[config.mk]
export PLATFORM = sky130hd
export DESIGN_NAME = feedforward_stage_flat
export DESIGN_NICKNAME = d
export VERILOG_FILES = /design/src/verilog/biquad_pkg.sv /design/src/verilog/coef_if.sv /design/src/verilog/feedforward_stage.sv /design/src/flat_wrapper.sv
export SDC_FILE = /design/constraint.sdc
export NUM_CORES = 2
export LEC_CHECK = 0
export BUFFER_PORTS_ARGS = -buffer_cell sky130_fd_sc_hd__buf_2
export CELL_PAD_IN_SITES_DETAIL_PLACEMENT = 1
export CELL_PAD_IN_SITES_GLOBAL_PLACEMENT = 1
export CORE_MARGIN = 1.5
export CORE_UTILIZATION = 25
export CTS_CLUSTER_SIZE = 30
export DETAILED_ROUTE_END_ITERATION = 10
export PLACE_DENSITY_LB_ADDON = 0.1
export SKIP_LAST_GASP = 1
export SLEW_MARGIN = 0
export SYNTH_ARGS = -nofsm -noshare
export SYNTH_HDL_FRONTEND = slang
export SYNTH_SLANG_ARGS = --single-unit
[constraint.sdc]
create_clock -name clk -period 13.35 [get_ports clk]
set_input_delay 2.67 -clock clk [delete_from_list [all_inputs] [get_ports clk]]
set_output_delay 2.67 -clock clk [all_outputs]
set_load 0.01 [all_outputs]
[src/verilog/biquad_pkg.sv]
// Shared widths, fixed-point types and FSM encodings, imported by every biquad design unit
`default_nettype none

package biquad_pkg;

  // ----------------------------------------
  // Word widths
  // ----------------------------------------

  // Coefficient word, also used for cos, sin, Q and alfa
  localparam int COEF_W   = 18;
  // Filter input and output samples
  localparam int SAMPLE_W = 16;
  // Partial sums of the datapath, wide enough for three products
  localparam int ACC_W    = 40;

  typedef logic signed [COEF_W-1:0]   coef_t;
  typedef logic signed [SAMPLE_W-1:0] sample_t;
  typedef logic signed [ACC_W-1:0]    acc_t;

  // Saturation limits
  localparam coef_t   COEF_MAX   = {1'b0, {(COEF_W-1){1'b1}}};
  localparam coef_t   COEF_MIN   = {1'b1, {(COEF_W-1){1'b0}}};
  localparam sample_t SAMPLE_MAX = {1'b0, {(SAMPLE_W-1){1'b1}}};
  localparam sample_t SAMPLE_MIN = {1'b1, {(SAMPLE_W-1){1'b0}}};

  // ----------------------------------------
  // Encodings
  // ----------------------------------------

  // Filter response, code 3 behaves as band pass
  typedef enum logic [1:0] {
    low_pass_e  = 2'd0,
    high_pass_e = 2'd1,
    band_pass_e = 2'd2
  } iir_type_t;

  // Coefficient sequencer FSM
  typedef enum logic [3:0] {
    wait_q_st,
    alfa_st,
    raw_st,
    norm_b0_st,
    norm_b1_st,
    norm_b2_st,
    norm_a1_st,
    norm_a2_st,
    idle_st
  } seq_state_t;

endpackage

`default_nettype wire

[src/verilog/coef_if.sv]
// Published filter coefficients, driven by the sequencer and read by the two datapath stages
`timescale 1ns/1ps
`default_nettype none

interface coef_if;
  import biquad_pkg::*;

  // Zeros
  coef_t b0;
  coef_t b1;
  coef_t b2;
  // Poles, a0 already normalized away
  coef_t a1;
  coef_t a2;

  modport source (output b0, b1, b2, a1, a2);
  modport zeros  (input  b0, b1, b2);
  modport poles  (input  a1, a2);

endinterface

`default_nettype wire

[src/verilog/feedforward_stage.sv]
// First biquad pipeline stage, forms the zero sum b0*x + b1*x1 + b2*x2 per accepted sample
`timescale 1ns/1ps
`default_nettype none

module feedforward_stage #(
  parameter int COEF_Q = 14
) (
  input  logic                clk,
  input  logic                rst_n,
  input  logic                x_valid,
  input  biquad_pkg::sample_t x,
  coef_if.zeros               coef,
  output logic                ff_valid,
  output biquad_pkg::acc_t    ff_sum
);
  import biquad_pkg::*;

  // Input history
  sample_t x1_q;
  sample_t x2_q;
  acc_t    prod_b0;
  acc_t    prod_b1;
  acc_t    prod_b2;

  // Outside this range the Q-format sum loses headroom in acc_t
  if (COEF_Q < 12 || COEF_Q > 16) begin : g_q_range
    $error("COEF_Q must lie between 12 and 16");
  end

  // Products stay in Q(COEF_Q), scaling happens in the feedback stage
  assign prod_b0 = acc_t'(coef.b0) * acc_t'(x);
  assign prod_b1 = acc_t'(coef.b1) * acc_t'(x1_q);
  assign prod_b2 = acc_t'(coef.b2) * acc_t'(x2_q);

  always_ff @(posedge clk or negedge rst_n) begin
    if (!rst_n) begin
      ff_valid <= 1'b0;
      x1_q     <= '0;
      x2_q     <= '0;
    end else begin
      ff_valid <= x_valid;
      if (x_valid) begin
        x1_q <= x;
        x2_q <= x1_q;
      end
    end
  end

  always_ff @(posedge clk) begin
    if (x_valid) begin
      ff_sum <= prod_b0 + prod_b1 + prod_b2;
    end
  end

endmodule

`default_nettype wire

[src/flat_wrapper.sv]
// flat-port wrapper written by rule: the top's interface ports become plain ports
module feedforward_stage_flat import biquad_pkg::*;
#(
  parameter int COEF_Q = 14
)
  (clk, rst_n, x_valid, x, ff_valid, ff_sum, coef_b0, coef_b1, coef_b2);
  coef_if coef_i ();
  input  logic clk;
  input  logic rst_n;
  input  logic x_valid;
  input  biquad_pkg::sample_t x;
  output logic ff_valid;
  output biquad_pkg::acc_t ff_sum;
  input wire logic [$bits(coef_i.b0)-1:0] coef_b0;
  input wire logic [$bits(coef_i.b1)-1:0] coef_b1;
  input wire logic [$bits(coef_i.b2)-1:0] coef_b2;
  assign coef_i.b0 = coef_b0;
  assign coef_i.b1 = coef_b1;
  assign coef_i.b2 = coef_b2;
  feedforward_stage #(.COEF_Q(COEF_Q)) u_core (.clk(clk), .rst_n(rst_n), .x_valid(x_valid), .x(x), .coef(coef_i), .ff_valid(ff_valid), .ff_sum(ff_sum));
endmodule
; ---- Word-level counts from Yosys, hierarchy flattened
; Cells that the tools add are included.
[word_totals]
ff_bits = 73
latchBits = 0
mem_bits_rw = 0
mem_bits_ro = 0
out_inout_bits = 41
n_memories = 0
[classes]
n_addsub = 2
n_mul = 3
div_mod_pow = 0
magnitude_cmp = 0
n_eq_ne = 0
shift = 0
muxes = 0
n_bitwise = 0
reduce_logical = 0
[ops]
columns = operator, count
row1 = multiplier 18 x 16 -> 34 bit, 3
row2 = adder 40 bit, 2

; ---- Longest topological paths before layout
[logic_depth]
word_depth = 3
mapped_depth = 36

; ---- Worst setup path before layout
; No wires, ideal clock.
[synth_timing]
path_kind = in2reg
start = input port x[7]
end = register u_core.ff_sum[33], data pin
setup_ns = 0.259
arrival_time_ns = 10.581
path_slack_ns = 2.509
cell_stages = 34
cell_sequence = clkbuf_1 -> buf_1 -> nand2_1 -> fa_1 -> inv_1 -> fa_1 -> inv_1 -> fa_1 -> inv_1 -> fa_1 -> fa_1 -> inv_1 -> fa_1 -> inv_1 -> ha_1 -> and3_1 -> nor2b_1 -> nand4_1 -> and3_1 -> o31a_1 -> o21ai_0 -> xnor2_1 -> fa_1 -> inv_1 -> ha_1 -> a21o_1 -> a21o_1 -> a2111oi_0 -> nor4_1 -> a211oi_1 -> o21ai_1 -> a21o_1 -> a21o_1 -> xor2_1
[synth_between]
elab_chain_len = 3
[synth_rtl]
columns = element, line
row1 = "start, declared", flat_wrapper.sv:11  ; input biquad_pkg::sample_t x;
row2 = multiplier 18 x 16 -> 34 bit, feedforward_stage.sv:31  ; assign prod_b0 = acc_t'(coef.b0) * acc_t'(x);
row3 = adder 40 bit (2 in a row), feedforward_stage.sv:51  ; ff_sum <= prod_b0 + prod_b1 + prod_b2;
row4 = "end signal, assigned", feedforward_stage.sv:51
row5 = "end, declared", feedforward_stage.sv:14  ; output biquad_pkg::acc_t ff_sum
; No other way between the ends.
; A chain may end at the register's enable or synchronous reset.

; ---- Worst setup path in the final report
[layout_timing]
start = input port coef_b2[9]
end = register u_core.ff_sum[32], data pin
[layout_between]
elab_chain_len = 2
[layout_rtl]
columns = element, line
row1 = "start, declared", flat_wrapper.sv:16  ; input wire logic [$bits(coef_i.b2)-1:0] coef_b2;
row2 = multiplier 18 x 16 -> 34 bit, feedforward_stage.sv:33  ; assign prod_b2 = acc_t'(coef.b2) * acc_t'(x2_q);
row3 = adder 40 bit, feedforward_stage.sv:51
; No other way between the ends.

==> qor.txt <==
Worst endpoint required time: 13.49 ns
Max Slew Vio Count: 0
Crit path max fanout: 16
Final setup fails: 0
Worst hold path depth: 1
Fin Setup TNS: 0 ns
H-tree levels: 3
DRC: 0
Hold Startpoint: u_core.x1_q[4]$_DFFE_PN0P_
Die area: 152,300 µm²
Area of the multi-input gates: 30,770 µm²
Yosys reg bits: 73
Startpoint of the worst-slack reg-to-reg timing path: u_core.x1_q[15]$_DFFE_PN0P_
Slowest cell on the critical path: a2111oi_2
Clk_skew: 0.02863 ns
GRT Resource Usage Total: 15.98%
Cell count of the worst reg-to-reg path: 32
Worst setup SP type: input port
Vias in the first global route: 30,452
Post-synth top area cell: fa_1
WHS Endpoint: u_core.x1_q[4]$_DFFE_PN0P_
Final period utilization: 86.78%
Rows: 141
Most used cell, CP: fa_1
Layout Nets: 5,354
FF-to-FF setup slack: 3.41 ns
Reg-to-Reg End: u_core.ff_sum[33]$_DFFE_PP_
Mapped Area: 37,500 µm²
TritonCTS clock tree: built
Syn avg cell area: 9.174 µm²
Number of synthesized flops with an enable pin: 40
Total iterations of the first detailed-routing run: 5
First-pass GRT wire length: 185.3 mm
Syn-to-layout area delta: 7.947%
Postcts setup bufs: 0
Sink Count: 73
Post-CTS sizing: 0
Slew @ Worst Pin: 1.211 ns
Synth area leaders: fa_1, inv_1, ha_1
Post-DP HPWL: 99.62 mm
Clk_lat worst skew: 0.40 ns
Min Clock Period, post-route: 11.58 ns
Fillers: 17,207
Root Buffer: clkbuf_16
Slowest stage delay, CP: 0.67 ns
Hold_buf cts: 0
Syn. warnings: 0
Synth Area in XOR/XNOR: 3.340%
Distinct cell type count after synthesis: 63
Fmax: 86.32 MHz
CORE AREA: 148,400 µm²
Yosys top cell area share: 48.31%
Antenna Nets Post-Route: 0
RSZ-0062 raised after global routing: false
Compound-gate portion of the synthesized area: 5.592%
Vias post-DR: 26,149
Port bufs: 113
Syn Inst Count: 4,088
IO Count: 114
Synth Area in Simple Gates: 14.13%
Syn_nets: 5,358
Largest net degree at the start of global routing: 54
Final Hold Viols: 0
Post-synthesis mux area share: 0.9275%
Primary FF master, synth: edfxtp_1
Crit Path Class: in2reg
Die width: 390.3 µm
Post-synthesis adder-cell area fraction: 58.05%
Register area: 2027 µm²
Clk buf depth: 2
Die height: 390.3 µm
Post-Route WL: 116.6 mm
HP Class: reg2reg
Initial antenna violation count: 11
CP Data Arrival Time: 11.72 ns
Rel. slew slack: 19.24%
Routability cong.: 0.7534
Overflow after GRT: 0
CTS Buf Count: 9
Vias/cell: 4.290
Seq/Total Area, Yosys: 5.405%
Async set-reset flop share out of synthesis: 45.21%
Status: finished, final reports clean
Main combinational cell family by area after synthesis: adder cells
Wire per inst: 19.13 µm
Share of cells above drive strength 1: 4.720%
Initial Util: 25.28%
Worst Setup End Kind: flip-flop
Max_cap viols: 0
Worst-path clk slew: 0.07 ns
DRT iter0 DRCs: 814
[through the flow]
step	hold WS, ns	instances	cell area, µm²	setup WS (ns)	utilization (%)
2_1_floorplan	0.5341	4088	37500	2.509	-
3_3_place_gp	0.5000	6075	40150	1.123	27.06
3_5_place_dp	0.5063	6075	40150	1.253	27.06
4_1_cts	0.5242	6091	40470	1.620	27.28
5_1_grt	0.5439	6092	40470	1.260	27.28
6_report	0.5177	6096	40480	1.765	27.29
[worst max-delay path by stage]
stage           startpoint  slack, ns  cells after the start                           to
5_1_grt               x[7]       1.26                     35  u_core.ff_sum[37]$_DFFE_PP_
3_5_place_dp   coef_b2[11]       1.25                     31  u_core.ff_sum[32]$_DFFE_PP_
6_report        coef_b2[9]       1.77                     32  u_core.ff_sum[32]$_DFFE_PP_
2_1_floorplan         x[7]       2.51                     34  u_core.ff_sum[33]$_DFFE_PP_
3_3_place_gp   coef_b2[11]       1.12                     30  u_core.ff_sum[36]$_DFFE_PP_
4_1_cts        coef_b2[11]       1.62                     31  u_core.ff_sum[34]$_DFFE_PP_
[cell type report]
cell class                 count  share of cell area (%)
tap                         2002                   6.188
sequential                    73                   5.007
clock buffer                  10                  0.5903
multi-input combinational   2763                   76.00
antenna                        5                 0.03091
timing repair buffer         131                   1.737
clock inverter                 6                  0.1885
inverter                    1106                   10.25
[layout by cell type (no fill, tap or decap), types with 56 or more instances in the layout]
master / instances
a21o_1: 56
a21oi_1: 92
and2_1: 397
buf_2: 112
fa_1: 905
ha_1: 292
inv_1: 1106
nand2_1: 469
nor2_1: 85
xnor2_1: 92
[critical path, delay by kind of cell]
family | cells | cell delay [ns]
compound gates | 11 | 2.92
xor+xnor | 2 | 0.55
fa+ha+maj | 9 | 4.29
buf+inv | 5 | 0.44
simple gates | 5 | 0.84
[cells in the mapped netlist (8+ instances only)]
cell type / count
inv_1: 1106
fa_1: 905
nand2_1: 469
and2_1: 397
ha_1: 292
clkbuf_1: 138
a21oi_1: 92
xnor2_1: 92
nor2_1: 85
a21o_1: 56
o21ai_0: 51
xor2_1: 51
edfxtp_1: 40
nand2b_1: 35
dfrtp_1: 33
mux2_2: 30
o21bai_1: 20
nand3_1: 18
o21a_1: 17
a31oi_1: 15
nor2b_1: 14
a211oi_1: 13
and3_1: 12
nor3_1: 11
nand4_1: 8
or3_1: 8
[state kept, by name, summed over array words and instances (netlist names)]
name / count
u_core.ff_sum: 40
u_core.ff_valid: 1
u_core.x2_q: 16
u_core.x1_q: 16
[logic make-up (layout without fill, tap and decap cells)]
| group | after synthesis | after routing |
|---|---|---|
| other cells | 0 | 5 |
| compound gates | 320 | 320 |
| mux | 31 | 31 |
| simple gates | 1072 | 1072 |
| flops | 73 | 73 |
| buf+inv | 1252 | 1253 |
| fa+ha+maj | 1197 | 1197 |
| xor+xnor | 143 | 143 |
[per-layer routing]
metal  vias to the layer above  routed length, µm  track usage (%)
met4                         0                732            1.472
met3                        38               1793           0.9707
met2                       203              59190            28.45
met1                     13977              54930            21.97
li1                      11931                  -                -
met5                         -                  0                0
Power is not shown: default switching activity piles up to over one toggle a cycle in this logic, so the estimate is an artifact.
