**config.mk**
```make
export PLATFORM = sky130hd
export DESIGN_NAME = feedback_stage_flat
export DESIGN_NICKNAME = d
export VERILOG_FILES = /design/src/verilog/biquad_pkg.sv /design/src/verilog/coef_if.sv /design/src/verilog/feedback_stage.sv /design/src/flat_wrapper.sv
export SDC_FILE = /design/constraint.sdc
export NUM_CORES = 2
export LEC_CHECK = 0
export ABC_CLOCK_PERIOD_IN_PS = 9600
export BUFFER_PORTS_ARGS = -buffer_cell sky130_fd_sc_hd__buf_2
export CORE_ASPECT_RATIO = 1.25
export CORE_MARGIN = 4
export CORE_UTILIZATION = 57
export CTS_BUF_LIST = sky130_fd_sc_hd__clkbuf_8
export DETAILED_ROUTE_END_ITERATION = 8
export PLACE_DENSITY = 0.85
export SYNTH_ARGS = -nofsm -noshare
export SYNTH_HDL_FRONTEND = slang
export SYNTH_SLANG_ARGS = --single-unit
```
**constraint.sdc**
```tcl
create_clock -name clk -period 9.6 [get_ports clk]
set_clock_uncertainty 0.15 [all_clocks]
set_input_delay 1.92 -clock clk [delete_from_list [all_inputs] [get_ports clk]]
set_output_delay 1.92 -clock clk [all_outputs]
set_load 0.03 [all_outputs]
```
**src/verilog/biquad_pkg.sv**
```systemverilog
// Shared widths, fixed-point types and FSM encodings, imported by every biquad design unit
`default_nettype none

package biquad_pkg;

  // ----------------------------------------
  // Word widths
  // ----------------------------------------

  // Coefficient word, also used for cos, sin, Q and alfa
  localparam int COEF_W   = 18;
  // Filter input and output samples
  localparam int SAMPLE_W = 16;
  // Partial sums of the datapath, wide enough for three products
  localparam int ACC_W    = 40;

  typedef logic signed [COEF_W-1:0]   coef_t;
  typedef logic signed [SAMPLE_W-1:0] sample_t;
  typedef logic signed [ACC_W-1:0]    acc_t;

  // Saturation limits
  localparam coef_t   COEF_MAX   = {1'b0, {(COEF_W-1){1'b1}}};
  localparam coef_t   COEF_MIN   = {1'b1, {(COEF_W-1){1'b0}}};
  localparam sample_t SAMPLE_MAX = {1'b0, {(SAMPLE_W-1){1'b1}}};
  localparam sample_t SAMPLE_MIN = {1'b1, {(SAMPLE_W-1){1'b0}}};

  // ----------------------------------------
  // Encodings
  // ----------------------------------------

  // Filter response, code 3 behaves as band pass
  typedef enum logic [1:0] {
    low_pass_e  = 2'd0,
    high_pass_e = 2'd1,
    band_pass_e = 2'd2
  } iir_type_t;

  // Coefficient sequencer FSM
  typedef enum logic [3:0] {
    wait_q_st,
    alfa_st,
    raw_st,
    norm_b0_st,
    norm_b1_st,
    norm_b2_st,
    norm_a1_st,
    norm_a2_st,
    idle_st
  } seq_state_t;

endpackage

`default_nettype wire

```
**src/verilog/coef_if.sv**
```systemverilog
// Published filter coefficients, driven by the sequencer and read by the two datapath stages
`timescale 1ns/1ps
`default_nettype none

interface coef_if;
  import biquad_pkg::*;

  // Zeros
  coef_t b0;
  coef_t b1;
  coef_t b2;
  // Poles, a0 already normalized away
  coef_t a1;
  coef_t a2;

  modport source (output b0, b1, b2, a1, a2);
  modport zeros  (input  b0, b1, b2);
  modport poles  (input  a1, a2);

endinterface

`default_nettype wire

```
**src/verilog/feedback_stage.sv**
```systemverilog
// Second biquad pipeline stage, subtracts the pole sum, rescales and saturates to the output sample
`timescale 1ns/1ps
`default_nettype none

module feedback_stage #(
  parameter int COEF_Q = 14
) (
  input  logic                clk,
  input  logic                rst_n,
  input  logic                ff_valid,
  input  biquad_pkg::acc_t    ff_sum,
  coef_if.poles               coef,
  output logic                y_valid,
  output biquad_pkg::sample_t y
);
  import biquad_pkg::*;

  // y doubles as y1, y2_q is the older output
  sample_t y2_q;
  acc_t    pole_sum;
  acc_t    acc;
  acc_t    scaled;
  sample_t y_sat;

  assign pole_sum = acc_t'(coef.a1) * acc_t'(y) + acc_t'(coef.a2) * acc_t'(y2_q);
  assign acc      = ff_sum - pole_sum;
  // Back from Q(COEF_Q) to sample scale
  assign scaled   = acc >>> COEF_Q;

  // ----------------------------------------
  // Output saturation
  // ----------------------------------------

  always_comb begin
    if (scaled > acc_t'(SAMPLE_MAX)) begin
      y_sat = SAMPLE_MAX;
    end else if (scaled < acc_t'(SAMPLE_MIN)) begin
      y_sat = SAMPLE_MIN;
    end else begin
      y_sat = sample_t'(scaled);
    end
  end

  // Output register, feeds the recursion in the next cycle
  always_ff @(posedge clk or negedge rst_n) begin
    if (!rst_n) begin
      y_valid <= 1'b0;
      y       <= '0;
      y2_q    <= '0;
    end else begin
      y_valid <= ff_valid;
      if (ff_valid) begin
        y    <= y_sat;
        y2_q <= y;
      end
    end
  end

endmodule

`default_nettype wire

```
**src/flat_wrapper.sv**
```systemverilog
// flat-port wrapper written by rule: the top's interface ports become plain ports
module feedback_stage_flat import biquad_pkg::*;
#(
  parameter int COEF_Q = 14
)
  (clk, rst_n, ff_valid, ff_sum, y_valid, y, coef_a1, coef_a2);
  coef_if coef_i ();
  input  logic clk;
  input  logic rst_n;
  input  logic ff_valid;
  input  biquad_pkg::acc_t ff_sum;
  output logic y_valid;
  output biquad_pkg::sample_t y;
  input wire logic [$bits(coef_i.a1)-1:0] coef_a1;
  input wire logic [$bits(coef_i.a2)-1:0] coef_a2;
  assign coef_i.a1 = coef_a1;
  assign coef_i.a2 = coef_a2;
  feedback_stage #(.COEF_Q(COEF_Q)) u_core (.clk(clk), .rst_n(rst_n), .ff_valid(ff_valid), .ff_sum(ff_sum), .coef(coef_i), .y_valid(y_valid), .y(y));
endmodule
```
Word level (Yosys, flattened, before mapping)
Cells that the tools add are included.
{"block": "totals", "in_bits": 79, "elab_cells": 11, "reg_bits": 33, "out_inout_bits": 17}
{"block": "classes", "mul": 2, "magnitude_cmp": 2, "mux": 2, "addsub": 2}
{"operator": "$mul A18 B16 Y34", "n": 2}
{"operator": "$add A40 B40 Y40", "n": 1}
{"operator": "$sub A40 B40 Y40", "n": 1}
{"operator": "$mux W16", "n": 2}
{"operator": "$gt A26 B16 Y1 const B", "n": 1}
{"operator": "$lt A26 B16 Y1 const B", "n": 1}

Longest topological paths before layout
{"block": "logic_depth", "depth_word": 6, "ltp_mapped": 42, "ltp_nobuf": 38}

Worst setup path before layout
Ideal clock, no wire load.
{"block": "synth_path", "path_type": "input to register", "start": "input coef_a1[11]", "end": "register u_core.y[10]", "stages": 35, "n_path_buf": 2, "setup_time_ns": 0.073, "path_slack_ns": -2.168, "required_time_ns": 9.377, "arrival_ns": 11.545, "path_cell_list": "clkbuf_1 nand2_1 fa_1 fa_1 fa_1 inv_1 fa_1 fa_1 inv_1 fa_1 inv_1 ha_1 a21o_1 a21o_1 a221o_1 a21o_1 a221o_1 a41o_1 o211a_1 o21a_1 o21a_1 o41ai_1 xnor2_1 fa_1 ha_1 a21o_1 o21ai_0 nor2b_1 o21a_4 o211ai_1 or4b_4 o41ai_4 buf_6 nand2_1 a21oi_2"}
{"block": "synth_between", "elab_chain_cells": 6, "elab_cells_between_ends": 7, "cone_classes": "add/sub: 2; mul: 1; order compare: 2; mux: 2"}
{"element": "start: declaration", "line": "flat_wrapper.sv:14", "rtl": "input wire logic [$bits(coef_i.a1)-1:0] coef_a1;"}
{"element": "$mul A18 B16 Y34 *", "line": "feedback_stage.sv:25", "rtl": "assign pole_sum = acc_t'(coef.a1) * acc_t'(y) + acc_t'(coef.a2) * acc_t'(y2_q);"}
{"element": "$add A40 B40 Y40 *", "line": "feedback_stage.sv:25"}
{"element": "$sub A40 B40 Y40 *", "line": "feedback_stage.sv:26", "rtl": "assign acc = ff_sum - pole_sum;"}
{"element": "$lt A26 B16 Y1", "line": "feedback_stage.sv:37", "rtl": "end else if (scaled < acc_t'(SAMPLE_MIN)) begin"}
{"element": "$mux W16", "line": "feedback_stage.sv:37"}
{"element": "$mux W16 *", "line": "feedback_stage.sv:35", "rtl": "if (scaled > acc_t'(SAMPLE_MAX)) begin"}
{"element": "end signal: assignment", "line": "feedback_stage.sv:53", "rtl": "y <= y_sat;"}
{"element": "end: declaration", "line": "feedback_stage.sv:14", "rtl": "output biquad_pkg::sample_t y"}
Every way passes the cells marked *; elsewhere a longest branch is shown, timed or not.
A chain may end at the register's enable or synchronous reset.

Worst setup path in the final report
{"block": "layout_path", "start": "input coef_a1[7]", "end": "register u_core.y[14]"}
Same word-level chain as after synthesis.

==> results.md <==
* Initial drt markers at 1,229
* CTS buffer count at 5
* Startpoint Class: input pin
* Final net count at ~4,200
* Die Y at ~250 um
* Post-synthesis simple-gate area fraction at approximately 15%
* Worst setup EP type: register
* FMAX at slightly below 90 MHz
* Post-Synthesis Cells at 2,888
* Critical Path Most Common Cell: fa_1
* Crit path time final at approximately 11 ns
* Largest net degree at the start of global routing at 37
* Clock Sinks at 33
* Compound-gate portion of the synthesized area at slightly below 7%
* Initial antenna violation count at 2
* Setup CP Type: input pin to register
* Clock transition at path regs at ~0.10 ns
* CTS tree: done
* Ports at 96
* RSZ-0062 raised after global routing: yes
* Cell Area, Placed at approximately 30,000 sq um
* Initial Utilization at a little under 60%
* Number of synthesized register bits at 33
* Worst R2R Setup Slack at -0.51 ns
* Max-Cap Viols at 0
* Worst Path Max Fanout at 8
* GRT overflow at 0
* Cell count after placement at 3,883
* Routed WL at roughly 72 mm
* Final core occ at between 60 and 70%
* Non-filler cells, final at 3,902
* Sequential-to-total area share from yosys stat at approximately 3.2%
* CP bufs+invs at 8
* Root Buffer: clkbuf_8
* Post-synth cell types at 65
* Ys async rst share at 100%
* Die width at 198 um
* Hpwl dp at 62.9 mm
* Ys Warns at 0
* WP depth at 39
* Core Area at between 40,000 and 50,000 sq um
* Clock Latency Late Sink at between 0.3 and 0.4 ns
* Hold depth at 2
* First-pass GRT wire length at approximately 120 mm
* Slew Limit Fails at 0
* Final Instance Area at just over 30,000 sq um
* Worst Tran Pin Value at between 0.9 and 1 ns
* Failing checks: negative setup slack
* Share of layout cells above drive strength 1 at 19.6%
* Hold-fix buffers, CTS at 0
* Avg Vias per Cell at 5.46
* R2R depth at 39
* Syn Std Cell Area at 25,700 sq um
* Area grow syn2layout at 18.9%
* Drt wl/cell at approximately 19 um
* Vias at ~21,000
* Mux share of post-synthesis cell area at less than 1%
* Syn nets at between 3,000 and 4,000
* Cell family with most CP delay: adder cells
* Primary FF master, synth: dfrtp_1
* Detail Route Antenna Nets at 0
* Slew headroom at between 30% and 40%
* CP required at a little under 10 ns
* Htree depth at 2
* CP max-delay cell: fa_1
* Post-synth EDFFs at 0
* Routability Congestion at a little under 1
* CP arrival at roughly 11 ns
* Period Utilization, post-route at 117%
* Setup violators final at 16
* Most common cell after layout, fill and taps aside: inv_1
* Pre-CTS setup slack at -1.89 ns
* Largest family of logic cells by synthesized area: adder cells
* Post-synthesis adder-cell area fraction at between 50 and 60%
* Final worst slack at -1.63 ns
* Final hold viol count at 0
* Avg Cell Area, Syn at ~8.9 sq um
* DIE AREA at 48,600 sq um
* DR DRC count at 0
* Commonest non-fill, non-tap cells in the layout: inv_1, fa_1, buf_4
* Vias in the first global route at about 24,000
* Status: complete, but fails checks
* Total GRT Usage at between 20% and 30%
* Max Root-Sink Buffers at 2
* Crit path largest cell delay at about 0.56 ns
* DRT Pass-1 Iters at 7
* Worst Hold Class: register to register
* Site row count at 86
* Synth Area in XOR/XNOR at under 10%
* IO buf count at 95
[metrics by stage]
stage	setup TNS [ns]	hold WS (ns)
floorplan	-20.33	0.439
global placement	-26.65	0.558
detailed placement	-29.35	0.560
CTS	-21.49	0.589
global route	-29.04	0.608
finish	-24.64	0.592
[worst paths after layout]
check,startpoint,end
worst max-delay path,coef_a1[7],u_core.y[14]$_DFFE_PN0P_
worst min-delay path,u_core.y2_q[2]$_DFFE_PN0P_,u_core.y2_q[2]$_DFFE_PN0P_
worst max register to register,u_core.y[4]$_DFFE_PN0P_,u_core.y[14]$_DFFE_PN0P_
worst min register to register,u_core.y2_q[2]$_DFFE_PN0P_,u_core.y2_q[2]$_DFFE_PN0P_
max in group asynchronous,rst_n,u_core.y2_q[0]$_DFFE_PN0P_
min in group asynchronous,rst_n,u_core.y_valid$_DFF_PN0_
[cell families after synthesis]
kind of cell,Yosys count
mux,15
fa+ha+maj,830
compound gates,259
flops,33
xor+xnor,94
simple gates,790
buf+inv,867
[sequential cells by signal, indices dropped and copies added, names as in the netlist]
name / flops
u_core.y: 16
u_core.y2_q: 16
u_core.y_valid: 1
[worst min-delay path: stages (launching register included)]
cell and delay [ns]:
dfrtp_1 0.39, buf_12 0.16, mux2_2 0.16
[layer usage]
metal  global-route usage (%)  up-vias  wire [um]
li1                         -     9353          -
met1                     32.8    10700      24300
met4                     16.8        0       5160
met2                     54.9      915      38200
met5                        0        -          0
met3                     4.60      341       4720
[cell type report]
cell class | instances | area, sq um
multi-input cells | 1988 | 22000
fillers | 3018 | 13800
repair buffers | 532 | 3980
inverters | 768 | 2880
flip-flops and latches | 33 | 826
well taps | 572 | 716
clock buffers | 5 | 68.8
clock inverters | 3 | 46.3
diodes | 1 | 2.50
[synth_stat cells (2+ instances only)]
master / n / area [sq um]
a31oi_1: 6 / 37.5
a21o_1: 39 / 293
a221o_1: 4 / 40.0
a21oi_1: 78 / 390
nor2b_1: 11 / 68.8
and2_1: 263 / 1650
and4_1: 3 / 26.3
o2111ai_1: 2 / 17.5
a2111o_1: 2 / 22.5
xnor2_1: 66 / 578
o21bai_1: 15 / 113
o41ai_1: 2 / 17.5
o21a_1: 10 / 75.1
nand2b_1: 18 / 113
inv_1: 768 / 2880
a21oi_2: 10 / 87.6
mux2_2: 15 / 169
nand4_1: 6 / 37.5
o21ai_0: 48 / 240
nand2_1: 338 / 1270
and3_1: 11 / 68.8
a211oi_1: 7 / 52.6
nor2_1: 91 / 342
dfrtp_1: 33 / 826
o311ai_0: 3 / 26.3
nor3_1: 16 / 80.1
clkbuf_1: 95 / 357
nand4b_1: 2 / 17.5
nor3b_1: 2 / 15.0
xor2_1: 28 / 245
a31o_2: 2 / 17.5
fa_1: 618 / 12400
nand3_1: 16 / 80.1
a221oi_1: 3 / 26.3
buf_1: 2 / 7.51
or2_2: 4 / 25.0
o211ai_1: 4 / 30.0
ha_1: 212 / 2650
a211o_1: 6 / 52.6
or3_1: 4 / 25.0
[repair_timing]
action	in CTS	in global routing
pin swaps	2	22
gates cloned	0	1
setup buffers	2	8
resized for setup	19	81
endpoints found under the setup margin	16	16
Power is left out: the tool's default activity adds up to more than one toggle a clock period on the data nets, which glitch-free logic cannot reach.
