===== src/verilog/biquad_pkg.sv =====
// Shared widths, fixed-point types and FSM encodings, imported by every biquad design unit
`default_nettype none

package biquad_pkg;

  // ----------------------------------------
  // Word widths
  // ----------------------------------------

  // Coefficient word, also used for cos, sin, Q and alfa
  localparam int COEF_W   = 18;
  // Filter input and output samples
  localparam int SAMPLE_W = 16;
  // Partial sums of the datapath, wide enough for three products
  localparam int ACC_W    = 40;

  typedef logic signed [COEF_W-1:0]   coef_t;
  typedef logic signed [SAMPLE_W-1:0] sample_t;
  typedef logic signed [ACC_W-1:0]    acc_t;

  // Saturation limits
  localparam coef_t   COEF_MAX   = {1'b0, {(COEF_W-1){1'b1}}};
  localparam coef_t   COEF_MIN   = {1'b1, {(COEF_W-1){1'b0}}};
  localparam sample_t SAMPLE_MAX = {1'b0, {(SAMPLE_W-1){1'b1}}};
  localparam sample_t SAMPLE_MIN = {1'b1, {(SAMPLE_W-1){1'b0}}};

  // ----------------------------------------
  // Encodings
  // ----------------------------------------

  // Filter response, code 3 behaves as band pass
  typedef enum logic [1:0] {
    low_pass_e  = 2'd0,
    high_pass_e = 2'd1,
    band_pass_e = 2'd2
  } iir_type_t;

  // Coefficient sequencer FSM
  typedef enum logic [3:0] {
    wait_q_st,
    alfa_st,
    raw_st,
    norm_b0_st,
    norm_b1_st,
    norm_b2_st,
    norm_a1_st,
    norm_a2_st,
    idle_st
  } seq_state_t;

endpackage

`default_nettype wire


===== src/verilog/div_if.sv =====
// Request and quotient channel between the coefficient sequencer and the shared divider
`timescale 1ns/1ps
`default_nettype none

interface div_if;
  import biquad_pkg::*;

  // Request, one beat carries both operands
  logic  req_valid;
  logic  req_ready;
  coef_t dividend;
  coef_t divisor;

  // Result pulse, always accepted by the requester
  logic  res_valid;
  coef_t quotient;

  modport requester (
    output req_valid, dividend, divisor,
    input  req_ready, res_valid, quotient
  );

  modport divider (
    input  req_valid, dividend, divisor,
    output req_ready, res_valid, quotient
  );

endinterface

`default_nettype wire


===== src/verilog/fixed_divider.sv =====
// Shared serial signed divider, returns (dividend << COEF_Q) / divisor saturated to a coefficient
`timescale 1ns/1ps
`default_nettype none

module fixed_divider #(
  parameter int COEF_Q = 14
) (
  input  logic   clk,
  input  logic   rst_n,
  div_if.divider div
);
  import biquad_pkg::*;

  // One quotient bit per cycle over the scaled numerator
  localparam int NUM_W = COEF_W + COEF_Q;
  localparam int CNT_W = $clog2(NUM_W + 1);

  logic              run_q;
  logic              fin_q;
  logic [CNT_W-1:0]  cnt_q;
  logic              neg_q;
  logic [COEF_W-1:0] den_q;
  logic [COEF_W-1:0] rem_q;
  logic [NUM_W-1:0]  num_q;
  logic [COEF_W-1:0] dvd_mag;
  logic [COEF_W-1:0] dvs_mag;
  logic [COEF_W:0]   rem_sh;
  logic [COEF_W+1:0] diff;
  logic              accept;
  logic              last_bit;
  logic              ovf_pos;
  logic              ovf_neg;

  // Ready only while nothing is in progress
  assign div.req_ready = ~run_q & ~fin_q;
  assign accept        = div.req_valid & div.req_ready;
  assign last_bit      = (cnt_q == CNT_W'(NUM_W - 1));

  // Operand magnitudes, the most negative value maps to 2^(COEF_W-1)
  assign dvd_mag = div.dividend[COEF_W-1] ? -div.dividend : div.dividend;
  assign dvs_mag = div.divisor[COEF_W-1]  ? -div.divisor  : div.divisor;

  // Restoring step: bring down the next numerator bit and trial subtract
  assign rem_sh = {rem_q, num_q[NUM_W-1]};
  assign diff   = {1'b0, rem_sh} - {2'b00, den_q};

  // Magnitude limits for each result sign
  assign ovf_pos = |num_q[NUM_W-1:COEF_W-1];
  assign ovf_neg = (|num_q[NUM_W-1:COEF_W]) | (num_q[COEF_W-1] & (|num_q[COEF_W-2:0]));

  // ----------------------------------------
  // Control
  // ----------------------------------------

  always_ff @(posedge clk or negedge rst_n) begin
    if (!rst_n) begin
      run_q         <= 1'b0;
      fin_q         <= 1'b0;
      cnt_q         <= '0;
      div.res_valid <= 1'b0;
    end else begin
      div.res_valid <= fin_q;
      fin_q         <= run_q & last_bit;
      if (accept) begin
        run_q <= 1'b1;
        cnt_q <= '0;
      end else if (run_q) begin
        if (last_bit) begin
          run_q <= 1'b0;
        end else begin
          cnt_q <= cnt_q + 1'b1;
        end
      end
    end
  end

  // ----------------------------------------
  // Datapath
  // ----------------------------------------

  always_ff @(posedge clk) begin
    if (accept) begin
      num_q <= {dvd_mag, {COEF_Q{1'b0}}};
      den_q <= dvs_mag;
      rem_q <= '0;
      neg_q <= div.dividend[COEF_W-1] ^ div.divisor[COEF_W-1];
    end else if (run_q) begin
      // Quotient bits shift in where numerator bits leave
      num_q <= {num_q[NUM_W-2:0], ~diff[COEF_W+1]};
      rem_q <= diff[COEF_W+1] ? rem_sh[COEF_W-1:0] : diff[COEF_W-1:0];
    end
    // Sign and saturate, a zero divisor yields all ones and so the limit
    if (fin_q) begin
      if (neg_q) begin
        div.quotient <= ovf_neg ? COEF_MIN : -coef_t'(num_q[COEF_W-1:0]);
      end else begin
        div.quotient <= ovf_pos ? COEF_MAX : coef_t'(num_q[COEF_W-1:0]);
      end
    end
  end

endmodule

`default_nettype wire


===== src/flat_wrapper.sv =====
// flat-port wrapper written by rule: the top's interface ports become plain ports
module fixed_divider_flat import biquad_pkg::*;
#(
  parameter int COEF_Q = 14
)
  (clk, rst_n, div_req_valid, div_dividend, div_divisor, div_req_ready, div_res_valid, div_quotient);
  div_if div_i ();
  input  logic clk;
  input  logic rst_n;
  input wire logic [$bits(div_i.req_valid)-1:0] div_req_valid;
  input wire logic [$bits(div_i.dividend)-1:0] div_dividend;
  input wire logic [$bits(div_i.divisor)-1:0] div_divisor;
  output wire logic [$bits(div_i.req_ready)-1:0] div_req_ready;
  output wire logic [$bits(div_i.res_valid)-1:0] div_res_valid;
  output wire logic [$bits(div_i.quotient)-1:0] div_quotient;
  assign div_i.req_valid = div_req_valid;
  assign div_i.dividend = div_dividend;
  assign div_i.divisor = div_divisor;
  assign div_req_ready = div_i.req_ready;
  assign div_res_valid = div_i.res_valid;
  assign div_quotient = div_i.quotient;
  fixed_divider #(.COEF_Q(COEF_Q)) u_core (.clk(clk), .rst_n(rst_n), .div(div_i));
endmodule

===== config.mk =====
export PLATFORM = sky130hd
export DESIGN_NAME = fixed_divider_flat
export DESIGN_NICKNAME = d
export VERILOG_FILES = /design/src/verilog/biquad_pkg.sv /design/src/verilog/div_if.sv /design/src/verilog/fixed_divider.sv /design/src/flat_wrapper.sv
export SDC_FILE = /design/constraint.sdc
export NUM_CORES = 1
export LEC_CHECK = 0
export ABC_AREA = 1
export BUFFER_PORTS_ARGS = -buffer_cell sky130_fd_sc_hd__buf_2
export CAP_MARGIN = 20
export CELL_PAD_IN_SITES_DETAIL_PLACEMENT = 1
export CELL_PAD_IN_SITES_GLOBAL_PLACEMENT = 2
export CORE_ASPECT_RATIO = 1.2
export CORE_MARGIN = 2
export CORE_UTILIZATION = 35
export CTS_BUF_LIST = sky130_fd_sc_hd__clkbuf_16
export DETAILED_ROUTE_END_ITERATION = 12
export GPL_ROUTABILITY_DRIVEN = 0
export PLACE_DENSITY_LB_ADDON = 0.08
export REMOVE_ABC_BUFFERS = 1
export SLEW_MARGIN = 20
export SYNTH_ARGS = -nofsm -noshare
export SYNTH_HDL_FRONTEND = slang
export SYNTH_SLANG_ARGS = --single-unit

===== constraint.sdc =====
create_clock -name clk -period 2.65 [get_ports clk]
set_input_delay 0.3975 -clock clk [delete_from_list [all_inputs] [get_ports clk]]
set_output_delay 0.3975 -clock clk [all_outputs]
set_load 0.05 [all_outputs]

# ---- After elaboration in Yosys (flattened, before gate mapping)
# Index checks and enable logic that the tools add are counted.
dict set report op_classes {
  add_sub_neg 5
  n_bitwise 9
  n_mux 14
  n_eq_ne 2
  n_reduce_logical 5
}
# cell count
set ops {}
lappend ops {{two-way mux 18 bit} 5}
lappend ops {{two-way mux 32 bit} 2}
lappend ops {{negation 18 bit} 3}
lappend ops {{subtractor 19 x 18 -> 20 bit} 1}
lappend ops {{two-way mux 6 bit} 3}
lappend ops {{two-way mux 17 bit} 1}
lappend ops {{OR reduction 17 bit} 1}
lappend ops {{OR reduction 15 bit} 1}
lappend ops {{OR reduction 14 bit} 1}
lappend ops {{adder 6 x 1 -> 6 bit (second input constant)} 1}
lappend ops {{equality test 6 x 5 -> 1 bit (second input constant)} 1}
lappend ops {{bitwise AND 1 bit} 4}
lappend ops {{two-way mux 1 bit} 3}
lappend ops {{inverter 1 bit} 3}
lappend ops {{inequality test 2 x 1 -> 1 bit (second input constant)} 1}
lappend ops {{AND reduction 2 bit} 1}
lappend ops {{nonzero test 2 bit} 1}
lappend ops {{bitwise OR 1 bit} 1}
lappend ops {{bitwise XOR 1 bit} 1}
dict set report totals {
  inputBits 39
  word_cells 46
  reg_bits 96
  output_inout_bits 20
}

# ---- Longest topological paths before layout
dict set report depth {
  word_depth 5
  mapped_depth 18
  depth_no_buf 18
}

# ---- Worst setup path before layout
# Ideal clock, no wire load.
dict set report synth_timing {
  path_type {register to register}
  from {register u_core.fin_q}
  to {register u_core.num_q[14] (enable)}
  t_arrival_ps 1957
  setup_slack_ps 319
  setup_time_ps 373
  required_ps 2277
  stages_incl_launch_ff 6
  synth_period_minus_slack_ps 2331
  cell_sequence {dfrtp_1 > nor2_2 > nand2_1 > inv_2 > nor2_2 > inv_1}
}
dict set report synth_between {
  elab_chain_len 4
}
# element line_no
set synth_lines {}
lappend synth_lines {{from (decl)} fixed_divider.sv:19} ;# logic fin_q;
lappend synth_lines {{from (signal assigned)} fixed_divider.sv:63} ;# fin_q <= run_q & last_bit;
lappend synth_lines {{inverter 1 bit} fixed_divider.sv:35} ;# assign div.req_ready = ~run_q & ~fin_q;
lappend synth_lines {{bitwise AND 1 bit} fixed_divider.sv:35}
lappend synth_lines {{named net div_req_ready} flat_wrapper.sv:13} ;# output wire logic [$bits(div_i.req_ready)-1:0] div_req_ready;
lappend synth_lines {{bitwise AND 1 bit} fixed_divider.sv:36} ;# assign accept = div.req_valid & div.req_ready;
lappend synth_lines {{nonzero test 2 bit (no line)} n/a}
lappend synth_lines {{to (signal assigned)} fixed_divider.sv:83} ;# num_q <= {dvd_mag, {COEF_Q{1'b0}}};
lappend synth_lines {{to (signal assigned)} fixed_divider.sv:89} ;# num_q <= {num_q[NUM_W-2:0], ~diff[COEF_W+1]};
lappend synth_lines {{to (decl)} fixed_divider.sv:24} ;# logic [NUM_W-1:0] num_q;
# The timed path passes the listed nets, and every way through them passes these cells.
# A chain may end at the register's enable or synchronous reset.

# ---- Worst setup path in the final report
dict set report layout_timing {
  from {register u_core.num_q[0]}
  to {register u_core.div.quotient[8] (data pin)}
}
dict set report layout_between {
  elab_chain_len 5
  elab_cells_between_ends 6
  cone_classes {add/sub (1); mux (2); bitwise (2); reduce/logical (1)}
}
# element line_no
set layout_lines {}
lappend layout_lines {{branches (longest 3 deep; another with negation 18 bit)} n/a}
lappend layout_lines {{two-way mux 18 bit *} fixed_divider.sv:95} ;# div.quotient <= ovf_neg ? COEF_MIN : -coef_t'(num_q[COEF_W-1:0]);
lappend layout_lines {{two-way mux 18 bit *} fixed_divider.sv:94} ;# if (neg_q) begin
lappend layout_lines {{to (signal assigned)} fixed_divider.sv:95}
lappend layout_lines {{to (signal assigned)} fixed_divider.sv:97} ;# div.quotient <= ovf_pos ? COEF_MAX : coef_t'(num_q[COEF_W-1:0]);
lappend layout_lines {{to (decl)} div_if.sv:25} ;# output req_ready, res_valid, quotient
# Every way passes the cells marked *.

==> results.sh <==
export IMPL_pre_cts_slack_ns=-0.150
export IMPL_post_synth_instance_area_um2=6280
export IMPL_worst_skew_pair_late_latency_ns=0.35
export IMPL_cpMaxStageDelayCell="dfxtp_2"
export IMPL_fin_crit_ns=2.49
export IMPL_max_cap_violations=0
export IMPL_drive_above_1_share_pct=15.0
export IMPL_post_synth_top_count_cell="nand2_1"
export IMPL_netSwitchingFraction_pct=44.8
export IMPL_drt_iter0_drc=241
export IMPL_cts_reportedPaths_clkPinSlew_ns=0.07
export IMPL_finish_instance_area_um2=7330
export IMPL_fp_dieW_um=126
export IMPL_wire_per_inst_um=16.3
export IMPL_worstPathBufferInverterCount=2
export IMPL_start_util_pct=35.7
export IMPL_numCtsBuffers=9
export IMPL_maxSlewViolCount=0
export IMPL_cts_max_path_buffers=2
export IMPL_synthCells=859
export IMPL_seq_area_frac_synth_pct=40.1
export IMPL_timing_critical_path_required_ns=2.85
export IMPL_remaining_drc_errors=0
export IMPL_synthToLayoutAreaGrowth_pct=16.7
export IMPL_synth_top_area_cell="edfxtp_1"
export IMPL_worstSetupStartpointType="register"
export IMPL_finalPower_mw=7.83
export IMPL_reg2reg_depth=18
export IMPL_critical_path_max_stage_delay_ns=0.32
export IMPL_buffer_ports_inserted=58
export IMPL_tritoncts_clock_tree="built"
export IMPL_yosys_cell_types_count=41
export IMPL_outcome="finished clean"
export IMPL_worst_hold_path_type="in2reg"
export IMPL_cts_htree_levels=3
export IMPL_power_sequential_fraction_pct=32.9
export IMPL_synth_area_top_cells="edfxtp_1 (26%), nand2_1 (12%), dfxtp_1 (10%)"
export IMPL_dominantRegCellSynth="edfxtp_1"
export IMPL_min_period_over_period_pct=94.1
export IMPL_grt_first_pass_wirelength_um=30800
export IMPL_clock_root_buffer="clkbuf_16"
export IMPL_maxClockFrequency_mhz=401
export IMPL_fin_ws_ns=0.156
export IMPL_timing_slew_headroom_pct=52.3
export IMPL_power_internal_mw=4.32
export IMPL_routed_via_count=5911
export IMPL_clock_power_share_pct=16.5
export IMPL_asyncSetResetFlopFracSynth_pct=9.38
export IMPL_synth_edff_count=55
export IMPL_holdPathStages=1
export IMPL_die_area_um2=19000
export IMPL_rows=53
export IMPL_hold_path_startpoint="div_divisor[0]"
export IMPL_unrepaired_setup_endpoints_after_global_routing="true"
export IMPL_hold_path_end="u_core.den_q[0]$_DFFE_PP_"
export IMPL_power_leakage_nw=3.58
export IMPL_skew_final_ns=0.00881
export IMPL_synth_avg_cell_area_um2=7.31
export IMPL_worstSetupEndpointType="register"
export IMPL_number_of_antenna_violations_at_the_first_check_in_global_routing=0
export IMPL_dpl_hpwl_um=14600
export IMPL_yosys_warnings=0
export IMPL_globalRouteOverflowTotal=0
export IMPL_dpl_cell_area_um2=6850
export IMPL_vias_per_cell=5.10
export IMPL_comb_power_share_pct=50.6
export IMPL_drt_total_wl_um=18900
export IMPL_worst_hold_slack_ns=0.280
export IMPL_switchingPower_mw=3.51
export IMPL_reg2reg_setup_slack_ns=0.16
export IMPL_critical_path_top_delay_family="simple AND/OR/NAND/NOR gates"
export IMPL_crit_fanout=5
export IMPL_synth_commonest_cells="nand2_1 (199), inv_1 (158), nor2_1 (65)"
export IMPL_crit_chain="inv_2 > ha_4 > nand3_4 > nor2_4 > nand2_2 > nor2_4 > nand4_1 > nor3_2 > nand3_1 > nor2_1 > ha_2 > nor2_2 > nor2_1 > nand2_1 > nor2_4 > buf_4 > nand2_1 > o21ai_0"
export IMPL_total_setup_violations_reported_at_the_end_of_the_flow=0
export IMPL_floorplan_die_height_um=151
export IMPL_crit_top_cell="nor2_4"
export IMPL_worst_setup_path_type="reg2reg"
export IMPL_ys_ff_latch=96
export IMPL_core_um2=17600
export IMPL_pin_count=59
export IMPL_synth_top_cell_area_share_pct=26.3
export IMPL_critical_path_reg2reg_endpoint="u_core.div.quotient[8]$_DFFE_PP_"
export IMPL_timing_final_hold_violations=0
export IMPL_number_of_filler_cells_placed_in_the_layout=2199
export IMPL_layout_nets=998
export IMPL_global_route_usage_total_pct=20.5
export IMPL_power_density_cell_area_nw_per_um2=1070
export IMPL_worst_pin_slew_ns=0.714
export IMPL_insertedDiodeCount=0
export IMPL_grt_pass1_vias=6244
export IMPL_ir_drop_v=0.000346
export IMPL_drt_pre_antenna_iters=4
export IMPL_crit_arrival_ns=2.69
export IMPL_worstReg2RegStart="u_core.num_q[0]$_SDFFE_PP0P_"
export IMPL_grt_max_degree=43
export IMPL_route_antenna_remaining_nets=0
export IMPL_cts_sinks=96
metal layers:
layer  track usage (%)  wire (µm)
met2              41.2      10400
met5                 0          0
met3              2.84        416
met1              22.1       7800
met4              5.66        270
worst max-delay path by stage:
stage	startpoint	end	slack [ns]	cells past startpoint
CTS	u_core.num_q[1]$_SDFFE_PP0P_	u_core.div.quotient[8]$_DFFE_PP_	0.002	18
finish	u_core.num_q[0]$_SDFFE_PP0P_	u_core.div.quotient[8]$_DFFE_PP_	0.16	18
global route	u_core.num_q[0]$_SDFFE_PP0P_	u_core.div.quotient[12]$_DFFE_PP_	-0.05	19
detailed placement	u_core.num_q[1]$_SDFFE_PP0P_	u_core.div.quotient[3]$_DFFE_PP_	-0.15	17
global placement	u_core.num_q[0]$_SDFFE_PP0P_	u_core.div.quotient[5]$_DFFE_PP_	0.06	17
floorplan	u_core.run_q$_DFF_PN0_	u_core.num_q[14]$_DFFE_PP_	-0.75	5
flip-flops by register name (all words and copies together), names as in the netlist:
signal and flops:
u_core.neg_q 1, u_core.rem_q 18, u_core.run_q 1, u_core.div.quotient 18, u_core.den_q 18, u_core.div.res_valid 1
u_core.cnt_q 6, u_core.fin_q 1, u_core.num_q 32
power by group through the flow:
| stage | combinational (mW) | sequential (mW) | clock, mW |
|---|---|---|---|
| final | 3.96 | 2.58 | 1.29 |
| after global routing | 4.56 | 2.64 | 1.39 |
| after CTS | 3.98 | 2.57 | 1.34 |
| after global placement | 3.77 | 2.56 | 0 |
| after detailed placement | 3.86 | 2.59 | 0 |
| after floorplan | 2.64 | 2.57 | 0 |
per-stage QoR:
| stage | util (%) | std cells | setup TNS [ns] |
|---|---|---|---|
| final | 41.7 | 1160 | 0 |
| after global routing | 41.7 | 1160 | -0.209 |
| after CTS | 41.4 | 1158 | 0 |
| after detailed placement | 39.0 | 1128 | -0.875 |
| after global placement | 39.0 | 1128 | 0 |
| after floorplan | - | 834 | -21.49 |
final cells by class:
| cell class | count | area, µm² | share of cell area [%] |
|---|---|---|---|
| clock buffers | 9 | 225 | 3.07 |
| well taps | 220 | 275 | 3.75 |
| clock inverters | 7 | 57.6 | 0.785 |
| flip-flops and latches | 96 | 2520 | 34.4 |
| repair buffers | 90 | 541 | 7.37 |
| inverters | 161 | 604 | 8.24 |
| multi-input cells | 577 | 3110 | 42.4 |
logic make-up (layout without fill, tap and decap cells):
logic type | after synthesis | count (layout) | synth area share [%]
buffers and inverters | 186 | 267 | 11.5
AND/OR/NAND/NOR | 397 | 397 | 28.1
adder cells (fa/ha/maj) | 24 | 24 | 4.90
flip-flops | 96 | 96 | 40.1
XOR/XNOR | 31 | 31 | 4.32
AO/OA/AOI/OAI | 125 | 125 | 11.2
what timing repair did:
action,4_1_cts,5_1_grt
setup endpoints to repair,14,18
hold buffers,1,0
gates resized for setup,14,12
setup buffers,13,2
endpoints found under the hold margin,9,0
gates cloned,0,0
pin swaps,9,9
worst register-to-register path: cells and delay by family (launching register included):
| family | cells | cell delay (ns) |
|---|---|---|
| and+or+nand+nor | 13 | 1.30 |
| DFF | 1 | 0.32 |
| adders and majority gates | 2 | 0.34 |
| buffers and inverters | 2 | 0.23 |
| AOI/OAI and AO/OA | 1 | 0.14 |
placed cells by master (no fill, tap or decap), types with 21 or more instances in the layout:
cell type,instances
nand2_1,197
inv_1,157
nor2_1,63
buf_2,58
edfxtp_1,55
o21ai_0,54
nand3_1,53
a21oi_1,30
dfxtp_1,30
buf_4,29
nand4_1,28
xor2_1,26
ha_1,21
Note: power is estimated with default switching activity, not from simulation.
